`src/hw/dcore_pkg.sv`:
```
package dcore_pkg;

    // apb bus widths
    localparam int apb_addr_w = 16;
    localparam int apb_data_w = 32;

    // register map, byte addresses
    localparam logic [apb_addr_w-1:0] reg_ctrl       = 16'h0000;
    localparam logic [apb_addr_w-1:0] reg_offset     = 16'h0004;
    localparam logic [apb_addr_w-1:0] reg_thresh     = 16'h0008;
    localparam logic [apb_addr_w-1:0] reg_status     = 16'h000C;
    localparam logic [apb_addr_w-1:0] reg_prbs_total = 16'h0010;
    localparam logic [apb_addr_w-1:0] reg_prbs_err   = 16'h0014;

    // snapshot window, word k at mem_base + 4k
    localparam logic [apb_addr_w-1:0] mem_base       = 16'h1000;

    // field positions
    localparam int ctrl_prbs_en_bit    = 0;
    localparam int ctrl_prbs_clear_bit = 1;
    localparam int status_done_bit     = 0;
    localparam int status_busy_bit     = 1;

    // prbs7 recurrence b[n] = b[n-6] ^ b[n-7]
    localparam int prbs_tap_a = 6;
    localparam int prbs_tap_b = 7;

endpackage
```
`src/hw/digital_core.sv`:
```
`timescale 1ns/1ps
`default_nettype none

module digital_core #(
    parameter int n_ti      = 16,
    parameter int n_adc     = 7,
    parameter int mem_depth = 32
) (
    input  logic                              clk_adc,
    input  logic                              arst_n_i,
    input  logic [n_ti-1:0][n_adc-1:0]        adcout_i,
    input  logic [n_ti-1:0]                   adcout_sign_i,
    input  logic                              ext_dump_start_i,
    input  logic                              psel_i,
    input  logic                              penable_i,
    input  logic                              pwrite_i,
    input  logic [dcore_pkg::apb_addr_w-1:0]  paddr_i,
    input  logic [dcore_pkg::apb_data_w-1:0]  pwdata_i,
    output logic [dcore_pkg::apb_data_w-1:0]  prdata_o,
    output logic                              pready_o,
    output logic                              pslverr_o
);

    import dcore_pkg::*;

    logic [n_ti-1:0][n_adc:0]               codes;
    logic signed [n_adc:0]                  offset;
    logic signed [n_adc:0]                  thresh;
    logic                                   prbs_en;
    logic                                   prbs_clear;
    logic [$clog2(mem_depth*n_ti)-1:0]      mem_raddr;
    logic [apb_data_w-1:0]                  mem_rdata;
    logic                                   dump_busy;
    logic                                   dump_done;
    logic [apb_data_w-1:0]                  prbs_total;
    logic [apb_data_w-1:0]                  prbs_err;

    // host access
    dcore_regs #(
        .n_ti      (n_ti),
        .n_adc     (n_adc),
        .mem_depth (mem_depth)
    ) regs_i (
        .clk_adc      (clk_adc),
        .arst_n_i     (arst_n_i),
        .psel_i       (psel_i),
        .penable_i    (penable_i),
        .pwrite_i     (pwrite_i),
        .paddr_i      (paddr_i),
        .pwdata_i     (pwdata_i),
        .mem_rdata_i  (mem_rdata),
        .dump_busy_i  (dump_busy),
        .dump_done_i  (dump_done),
        .total_i      (prbs_total),
        .err_i        (prbs_err),
        .prdata_o     (prdata_o),
        .pready_o     (pready_o),
        .pslverr_o    (pslverr_o),
        .offset_o     (offset),
        .thresh_o     (thresh),
        .prbs_en_o    (prbs_en),
        .prbs_clear_o (prbs_clear),
        .mem_raddr_o  (mem_raddr)
    );

    adc_unfold #(
        .n_ti  (n_ti),
        .n_adc (n_adc)
    ) unfold_i (
        .clk_adc       (clk_adc),
        .arst_n_i      (arst_n_i),
        .adcout_i      (adcout_i),
        .adcout_sign_i (adcout_sign_i),
        .offset_i      (offset),
        .codes_o       (codes)
    );

    // capture buffer
    snapshot_mem #(
        .n_ti      (n_ti),
        .n_adc     (n_adc),
        .mem_depth (mem_depth)
    ) snapshot_i (
        .clk_adc      (clk_adc),
        .arst_n_i     (arst_n_i),
        .codes_i      (codes),
        .dump_start_i (ext_dump_start_i),
        .raddr_i      (mem_raddr),
        .rdata_o      (mem_rdata),
        .dump_busy_o  (dump_busy),
        .dump_done_o  (dump_done)
    );

    prbs_checker #(
        .n_ti  (n_ti),
        .n_adc (n_adc)
    ) prbs_i (
        .clk_adc  (clk_adc),
        .arst_n_i (arst_n_i),
        .codes_i  (codes),
        .thresh_i (thresh),
        .en_i     (prbs_en),
        .clear_i  (prbs_clear),
        .total_o  (prbs_total),
        .err_o    (prbs_err)
    );

endmodule

`default_nettype wire

```
`src/hw/dcore_regs.sv`:
```
`timescale 1ns/1ps
`default_nettype none

module dcore_regs #(
    parameter int n_ti      = 16,
    parameter int n_adc     = 7,
    parameter int mem_depth = 32
) (
    input  logic                                  clk_adc,
    input  logic                                  arst_n_i,
    input  logic                                  psel_i,
    input  logic                                  penable_i,
    input  logic                                  pwrite_i,
    input  logic [dcore_pkg::apb_addr_w-1:0]      paddr_i,
    input  logic [dcore_pkg::apb_data_w-1:0]      pwdata_i,
    input  logic [dcore_pkg::apb_data_w-1:0]      mem_rdata_i,
    input  logic                                  dump_busy_i,
    input  logic                                  dump_done_i,
    input  logic [dcore_pkg::apb_data_w-1:0]      total_i,
    input  logic [dcore_pkg::apb_data_w-1:0]      err_i,
    output logic [dcore_pkg::apb_data_w-1:0]      prdata_o,
    output logic                                  pready_o,
    output logic                                  pslverr_o,
    output logic signed [n_adc:0]                 offset_o,
    output logic signed [n_adc:0]                 thresh_o,
    output logic                                  prbs_en_o,
    output logic                                  prbs_clear_o,
    output logic [$clog2(mem_depth*n_ti)-1:0]     mem_raddr_o
);

    import dcore_pkg::*;

    localparam int mem_words = mem_depth * n_ti;
    localparam int aw        = $clog2(mem_words);

    logic                       setup;
    logic                       access;
    logic                       reg_hit;
    logic                       mem_hit;
    logic [apb_addr_w-1:0]      mem_off;
    logic [apb_data_w-1:0]      reg_rdata;

    assign setup  = psel_i & ~penable_i;
    assign access = psel_i & penable_i;

    // memory window, word aligned and inside the captured range
    assign mem_off     = paddr_i - mem_base;
    assign mem_hit     = (paddr_i >= mem_base) && (mem_off[1:0] == 2'b00) &&
                         (int'(mem_off[apb_addr_w-1:2]) < mem_words);
    assign mem_raddr_o = mem_off[aw+1:2];

    always_comb begin
        reg_hit   = 1'b1;
        reg_rdata = '0;
        case (paddr_i)
            reg_ctrl:       reg_rdata[ctrl_prbs_en_bit] = prbs_en_o;
            // signed casts sign-extend
            reg_offset:     reg_rdata = apb_data_w'(offset_o);
            reg_thresh:     reg_rdata = apb_data_w'(thresh_o);
            reg_status: begin
                reg_rdata[status_done_bit] = dump_done_i;
                reg_rdata[status_busy_bit] = dump_busy_i;
            end
            reg_prbs_total: reg_rdata = total_i;
            reg_prbs_err:   reg_rdata = err_i;
            default:        reg_hit = 1'b0;
        endcase
    end

    always_ff @(posedge clk_adc or negedge arst_n_i) begin
        if (!arst_n_i) begin
            prdata_o     <= '0;
            pready_o     <= 1'b0;
            pslverr_o    <= 1'b0;
            offset_o     <= '0;
            thresh_o     <= '0;
            prbs_en_o    <= 1'b0;
            prbs_clear_o <= 1'b0;
        end else begin
            pready_o     <= 1'b0;
            pslverr_o    <= 1'b0;
            prbs_clear_o <= 1'b0;
            if (setup) begin
                // everything but a memory read completes in the first access cycle
                if (!(mem_hit && !pwrite_i)) begin
                    pready_o  <= 1'b1;
                    pslverr_o <= !reg_hit;
                    prdata_o  <= (reg_hit && !pwrite_i) ? reg_rdata : '0;
                end
            end else if (access && !pready_o) begin
                // memory read, ram data valid one cycle after the address
                pready_o <= 1'b1;
                prdata_o <= mem_rdata_i;
            end
            if (access && pready_o && pwrite_i && reg_hit) begin
                case (paddr_i)
                    reg_ctrl: begin
                        prbs_en_o    <= pwdata_i[ctrl_prbs_en_bit];
                        prbs_clear_o <= pwdata_i[ctrl_prbs_clear_bit];
                    end
                    reg_offset: offset_o <= pwdata_i[n_adc:0];
                    reg_thresh: thresh_o <= pwdata_i[n_adc:0];
                    // status and counters are read only
                    default: ;
                endcase
            end
        end
    end

endmodule

`default_nettype wire

```
`src/hw/prbs_checker.sv`:
```
`timescale 1ns/1ps
`default_nettype none

module prbs_checker #(
    parameter int n_ti  = 16,
    parameter int n_adc = 7
) (
    input  logic                              clk_adc,
    input  logic                              arst_n_i,
    input  logic [n_ti-1:0][n_adc:0]          codes_i,
    input  logic signed [n_adc:0]             thresh_i,
    input  logic                              en_i,
    input  logic                              clear_i,
    output logic [dcore_pkg::apb_data_w-1:0]  total_o,
    output logic [dcore_pkg::apb_data_w-1:0]  err_o
);

    import dcore_pkg::*;

    localparam int hl    = prbs_tap_b;
    localparam int cnt_w = $clog2(n_ti + 1);

    logic [n_ti-1:0]        slice_d;
    logic [n_ti-1:0]        bits_q;
    logic [hl-1:0]          hist_q;
    logic [n_ti+hl-1:0]     stream;
    logic [n_ti-1:0]        mism;
    logic [cnt_w-1:0]       mism_cnt;

    // serial order, history below, lane 0 right after the newest history bit
    assign stream = {bits_q, hist_q};

    for (genvar j = 0; j < n_ti; j++) begin : g_bit
        assign slice_d[j] = $signed(codes_i[j]) > thresh_i;
        assign mism[j]    = stream[j+hl] ^ stream[j+hl-prbs_tap_a]
                                         ^ stream[j+hl-prbs_tap_b];
    end

    always_comb begin
        mism_cnt = '0;
        for (int j = 0; j < n_ti; j++) begin
            mism_cnt = mism_cnt + cnt_w'(mism[j]);
        end
    end

    // sliced bits, one cycle behind the codes
    always_ff @(posedge clk_adc) begin
        bits_q <= slice_d;
    end

    always_ff @(posedge clk_adc or negedge arst_n_i) begin
        if (!arst_n_i) begin
            hist_q  <= '0;
            total_o <= '0;
            err_o   <= '0;
        end else begin
            // history runs even while disabled so the checker stays locked
            hist_q <= stream[n_ti+hl-1:n_ti];
            if (clear_i) begin
                total_o <= '0;
                err_o   <= '0;
            end else if (en_i) begin
                total_o <= total_o + apb_data_w'(n_ti);
                err_o   <= err_o + apb_data_w'(mism_cnt);
            end
        end
    end

endmodule

`default_nettype wire

```
`src/hw/snapshot_mem.sv`:
```
`timescale 1ns/1ps
`default_nettype none

module snapshot_mem #(
    parameter int n_ti      = 16,
    parameter int n_adc     = 7,
    parameter int mem_depth = 32
) (
    input  logic                                  clk_adc,
    input  logic                                  arst_n_i,
    input  logic [n_ti-1:0][n_adc:0]              codes_i,
    input  logic                                  dump_start_i,
    input  logic [$clog2(mem_depth*n_ti)-1:0]     raddr_i,
    output logic [dcore_pkg::apb_data_w-1:0]      rdata_o,
    output logic                                  dump_busy_o,
    output logic                                  dump_done_o
);

    import dcore_pkg::*;

    localparam int cw = n_adc + 1;
    localparam int aw = $clog2(mem_depth * n_ti);
    localparam int pw = $clog2(mem_depth);
    localparam int lw = $clog2(n_ti);

    // one row holds all lanes of one cycle
    logic [n_ti-1:0][cw-1:0]    mem_q [mem_depth];

    logic                       start_q;
    logic                       start_rise;
    logic [pw-1:0]              wr_ptr_q;
    logic [pw-1:0]              rd_row;
    logic [lw-1:0]              rd_lane;
    logic [cw-1:0]              rd_q;

    assign start_rise = dump_start_i & ~start_q;

    always_ff @(posedge clk_adc or negedge arst_n_i) begin
        if (!arst_n_i) begin
            start_q     <= 1'b0;
            dump_busy_o <= 1'b0;
            dump_done_o <= 1'b0;
            wr_ptr_q    <= '0;
        end else begin
            start_q <= dump_start_i;
            // a start edge during capture is dropped
            if (start_rise && !dump_busy_o) begin
                dump_busy_o <= 1'b1;
                dump_done_o <= 1'b0;
                wr_ptr_q    <= '0;
            end else if (dump_busy_o) begin
                wr_ptr_q <= wr_ptr_q + 1'b1;
                if (wr_ptr_q == pw'(mem_depth - 1)) begin
                    dump_busy_o <= 1'b0;
                    dump_done_o <= 1'b1;
                end
            end
        end
    end

    always_ff @(posedge clk_adc) begin
        if (dump_busy_o) begin
            mem_q[wr_ptr_q] <= codes_i;
        end
    end

    // word index = entry * n_ti + lane
    assign rd_row  = pw'(raddr_i / aw'(n_ti));
    assign rd_lane = lw'(raddr_i % aw'(n_ti));

    always_ff @(posedge clk_adc) begin
        rd_q <= mem_q[rd_row][rd_lane];
    end

    assign rdata_o = {{(apb_data_w - cw){rd_q[cw-1]}}, rd_q};

endmodule

`default_nettype wire

```
`src/hw/adc_unfold.sv`:
```
`timescale 1ns/1ps
`default_nettype none

module adc_unfold #(
    parameter int n_ti  = 16,
    parameter int n_adc = 7
) (
    input  logic                          clk_adc,
    input  logic                          arst_n_i,
    input  logic [n_ti-1:0][n_adc-1:0]    adcout_i,
    input  logic [n_ti-1:0]               adcout_sign_i,
    input  logic signed [n_adc:0]         offset_i,
    output logic [n_ti-1:0][n_adc:0]      codes_o
);

    localparam int cw = n_adc + 1;

    // limits of the output code, one guard bit wider
    localparam logic signed [cw:0] code_max = {2'b00, {n_adc{1'b1}}};
    localparam logic signed [cw:0] code_min = {2'b11, {n_adc{1'b0}}};

    logic signed [cw:0]         offset_ext;
    logic [n_ti-1:0][cw-1:0]    sat_d;

    assign offset_ext = {offset_i[cw-1], offset_i};

    for (genvar i = 0; i < n_ti; i++) begin : g_lane
        logic signed [cw:0] mag_ext;
        logic signed [cw:0] diff;

        // sign bit 1 means positive
        assign mag_ext = {2'b00, adcout_i[i]};
        assign diff    = (adcout_sign_i[i] ? mag_ext : -mag_ext) - offset_ext;

        // clamp to the signed code range
        assign sat_d[i] = (diff > code_max) ? code_max[cw-1:0] :
                          (diff < code_min) ? code_min[cw-1:0] :
                          diff[cw-1:0];
    end

    always_ff @(posedge clk_adc or negedge arst_n_i) begin
        if (!arst_n_i) begin
            codes_o <= '0;
        end else begin
            codes_o <= sat_d;
        end
    end

endmodule

`default_nettype wire

```
`config.mk`:
```
export PLATFORM = sky130hd
export DESIGN_NAME = digital_core
export DESIGN_NICKNAME = d
export VERILOG_FILES = /design/src/hw/dcore_pkg.sv /design/src/hw/digital_core.sv /design/src/hw/dcore_regs.sv /design/src/hw/prbs_checker.sv /design/src/hw/snapshot_mem.sv /design/src/hw/adc_unfold.sv
export SDC_FILE = /design/constraint.sdc
export NUM_CORES = 2
export LEC_CHECK = 0
export BUFFER_PORTS_ARGS = -buffer_cell sky130_fd_sc_hd__buf_2
export CAP_MARGIN = 10
export CORE_MARGIN = 2
export CORE_UTILIZATION = 48
export CTS_CLUSTER_DIAMETER = 60
export CTS_CLUSTER_SIZE = 28
export DETAILED_ROUTE_END_ITERATION = 16
export PLACE_DENSITY_LB_ADDON = 0.3
export SYNTH_ARGS = -nofsm -noshare
export SYNTH_HDL_FRONTEND = slang
export SYNTH_SLANG_ARGS = --single-unit
```
`constraint.sdc`:
```
create_clock -name clk_adc -period 8.63 [get_ports clk_adc]
set_clock_uncertainty 0.2 [all_clocks]
set_input_delay 0.863 -clock clk_adc [delete_from_list [all_inputs] [get_ports clk_adc]]
set_output_delay 0.863 -clock clk_adc [all_outputs]
set_load 0.05 [all_outputs]
```
==> key figures <==
Run status
  – Status: finished, final reports clean

Power and ir drop
  – VDD IR max: 228 µV
  – Lkg Pwr: 63.8 nW
  – Tot Pwr: 0.0498 W
  – PwrDens: 255 nW/µm²

Routing
  – Drt first pass iters: 6
  – Met2 routed WL: 251000 µm
  – DR top layer: met5
  – Final wirelength: 541000 µm
  – Metal-1 WL: 198000 µm
  – Met3 WL post-DR: 67800 µm
  – DRC: 0
  – DR iter-0 viols: 17300
  – DR vias: 97200
  – WL/cell: 37.7 µm
  – Antenna Violating Nets Remaining: 0
  – Vias/cell: 6.77

Floorplanning
  – Die width: 611 µm
  – Row count: 222
  – Core Area: 366000 µm²
  – Die height: 611 µm
  – Die Area: 373000 µm²
  – Top Ports: 216
  – Initial Util: 48.3%

Synth
  – Synth area leaders: edfxtp_1 (70%), mux4_2 (13%), dfrtp_1 (3.6%), ha_1 (2.0%), mux2i_1 (0.98%)
  – Post-synth EDFFs: 4096
  – Seq/Total Area, Yosys: 73.4%
  – Avg Inst Size Synth: 19.9 µm²
  – Warnings from Yosys: 0
  – #FFs+latches synth: 4375
  – Synthesized instance count: 8876
  – Syn Nets: 9374
  – Post-synthesis cell area: 177000 µm²
  – Yosys top cell area share: 69.6%
  – Ys flop type: edfxtp_1
  – Count of cell types in the netlist: 74
  – Yosys top cell by area: edfxtp_1
  – Post-synth ARST share: 5.83%

Finish
  – Register Area: 130000 µm²
  – Final core occ: 53.5%
  – Fillers: 27900
  – Area grow syn2layout: 10.7%
  – Multi-input gate area: 44400 µm²
  – Non-filler cells in the finished layout: 14400
  – Layout cells sized above 1: 22.9%
  – Final #Nets: 9787

Global routing
  – First-pass GRT wire length: 742000 µm
  – Total congestion overflow: 0
  – Pin count of the biggest net entering global routing: 142
  – Total GRT Usage: 28.6%
  – Number of global-route vias before repair: 94200
  – Initial antenna violation count: 43

Setup path
  – Crit path required time: 9230 ps
  – CP Data Arrival Time: 6990 ps
  – CP Max Fanout: 4
  – Critical Path Start Type: flip-flop
  – Reg-to-reg startpoint: prbs_i.hist_q[1]
  – RR Endpoint: prbs_i.err_o[28]
  – R2r setup slk: 2250 ps
  – Cells on worst reg2reg path: 20
  – Crit end category: flip-flop
  – CP Class: reg2reg

Clocking
  – Max clock buf depth: 4
  – CTS Buf Count: 287
  – H-tree depth: 5
  – Clock sink count: 4375
  – Worst-path clk slew: 70 ps
  – Root buffer cell: clkbuf_16
  – CTS resizes: 0
  – Worst-Skew Late Latency: 990 ps
  – CTS tree: yes

STA
  – Total negative slack: 0 ps
  – Max_slew headroom: 11.4%
  – Max Freq: 157 MHz
  – Final min period: 6380 ps
  – Max-slew violation count: 0
  – Hold Vio Cnt, Final: 0
  – Worst-Margin Slew: 1330 ps
  – # setup viols final: 0
  – RSZ-0062 raised after global routing: no
  – Final Cycle Share: 74.0%

Place
  – Gpl congestion: 0.860
  – Dpl hpwl: 306000 µm
  – Placed cells: 13800
  – PortBufs: 191

Min path
  – Worst hold endpoint: regs_i.thresh_o[0]
  – Worst min-delay path startpoint: pwdata_i[0]
  – Hold depth: 2
  – Hold Crit Class: in2reg

Job
  – Max-cap viol count: 0
## cells in the mapped netlist, drive strengths merged (12+ instances only)
| master | count |
|---|---|
| a22o | 18 |
| dfrtp | 255 |
| a2111oi | 13 |
| a221o | 14 |
| xnor2 | 156 |
| and2 | 12 |
| nand3 | 83 |
| nand2b | 41 |
| fa | 27 |
| mux2i | 174 |
| xor2 | 132 |
| a221oi | 83 |
| nor2b | 56 |
| or2 | 19 |
| edfxtp | 4096 |
| o21ai | 248 |
| ha | 289 |
| dfxtp | 24 |
| clkbuf | 159 |
| a21oi | 272 |
| mux2 | 19 |
| mux4 | 1041 |
| a21o | 23 |
| o211ai | 17 |
| o21a | 68 |
| a31oi | 61 |
| nor4 | 29 |
| and3 | 15 |
| a21boi | 14 |
| a22oi | 206 |
| nand4 | 39 |
| buf | 254 |
| o22ai | 25 |
| o22a | 25 |
| a211oi | 25 |
| nand2 | 201 |
| or3 | 15 |
| nor3 | 96 |
| inv | 165 |
| nor2 | 295 |
## how the worst max path moves through the flow
stage,start,endpoint,cells after the start
after floorplan,snapshot_i.wr_ptr_q[3],snapshot_i.mem_q[4][0],3
after global placement,prbs_i.hist_q[1],prbs_i.err_o[30],20
after detailed placement,prbs_i.hist_q[1],prbs_i.err_o[28],20
after CTS,prbs_i.hist_q[1],prbs_i.err_o[28],20
after global routing,prbs_i.hist_q[1],prbs_i.err_o[28],20
final,prbs_i.hist_q[1],prbs_i.err_o[28],20
## registers in the layout (all words and copies together), names as in the netlist, 5 cells and up
signal               flops
snapshot_i.mem_q      4096
unfold_i.codes_o       128
prbs_i.err_o            32
regs_i.prdata_o         32
prbs_i.total_o          28
prbs_i.bits_q           16
regs_i.offset_o          8
regs_i.thresh_o          8
snapshot_i.rd_q          8
prbs_i.hist_q            7
snapshot_i.wr_ptr_q      5
## per-stage QoR
step | worst slack, ps | instance area (µm²) | hold WS (ps)
after floorplan | 1430 | 177000 | 144
after global placement | 2140 | 185000 | 155
after detailed placement | 2300 | 185000 | 156
after CTS | 2260 | 195000 | 13.6
after global routing | 1900 | 196000 | 32.0
final | 2250 | 196000 | 32.1
## worst max-delay path, stage by stage, from the launching register on
cell and delay, ps:
dfrtp_1 410, xnor2_1 210, xnor2_1 150, ha_1 260
fa_1 470, fa_1 520, fa_1 430, fa_1 490
inv_1 50, fa_1 410, fa_1 480, xnor2_1 150
ha_1 340, nand2_1 80, o21ai_0 290, a21oi_1 180
or3_1 470, nor3_2 310, nand4_1 140, xor2_1 170
nor2_1 50
## metal layers
metal / track usage, % / up-vias
met2: 44.4 / 7094
met5: 0 / -
met1: 40.5 / 51600
li1: - / 37400
met4: 11.0 / 16
met3: 5.55 / 1104
## placed cells by master, fill, tap and decap left out, drive strengths merged, types with 27 or more instances in the layout
master / synthesis / routed
edfxtp: 4096 / 4096
mux4: 1041 / 1041
buf: 254 / 527
clkbuf: 159 / 318
nor2: 295 / 295
ha: 289 / 289
a21oi: 272 / 272
inv: 165 / 270
dfrtp: 255 / 255
o21ai: 248 / 248
a22oi: 206 / 206
nand2: 201 / 201
mux2i: 174 / 174
xnor2: 156 / 156
xor2: 132 / 132
nor3: 96 / 96
a221oi: 83 / 83
nand3: 83 / 83
clkinv: 0 / 76
o21a: 68 / 68
a31oi: 61 / 61
nor2b: 56 / 56
nand2b: 41 / 41
nand4: 39 / 39
nor4: 29 / 29
fa: 27 / 27
## cell type report
class / instances / area share (%)
antenna: 23 / 0.0294
clock buffer: 317 / 3.83
clock inverter: 212 / 1.36
inverter: 165 / 0.321
multi-input combinational: 3923 / 22.7
sequential: 4375 / 66.4
tap: 4816 / 3.08
timing repair buffer: 537 / 2.33
## power breakdown
group / total [W] / switching (W) / internal (W)
clock: 0.0152 / 0.00798 / 0.00717
sequential: 0.0274 / 0.00103 / 0.0263
combinational: 0.00730 / 0.00514 / 0.00216
total: 0.0498 / 0.0141 / 0.0357
## timing repair
action                    4_1_cts  5_1_grt
hold endpoints to repair      129        0
buffers inserted                0        0
hold buffers                    9        0
## kinds of logic after synthesis
kind of cell / synth area share, %
buf+inv: 1.66
xor+xnor: 1.43
simple gates: 2.48
flops: 73.4
mux: 14.4
compound gates: 4.29
fa+ha+maj: 2.35
Note: power is estimated with default switching activity, not from simulation.
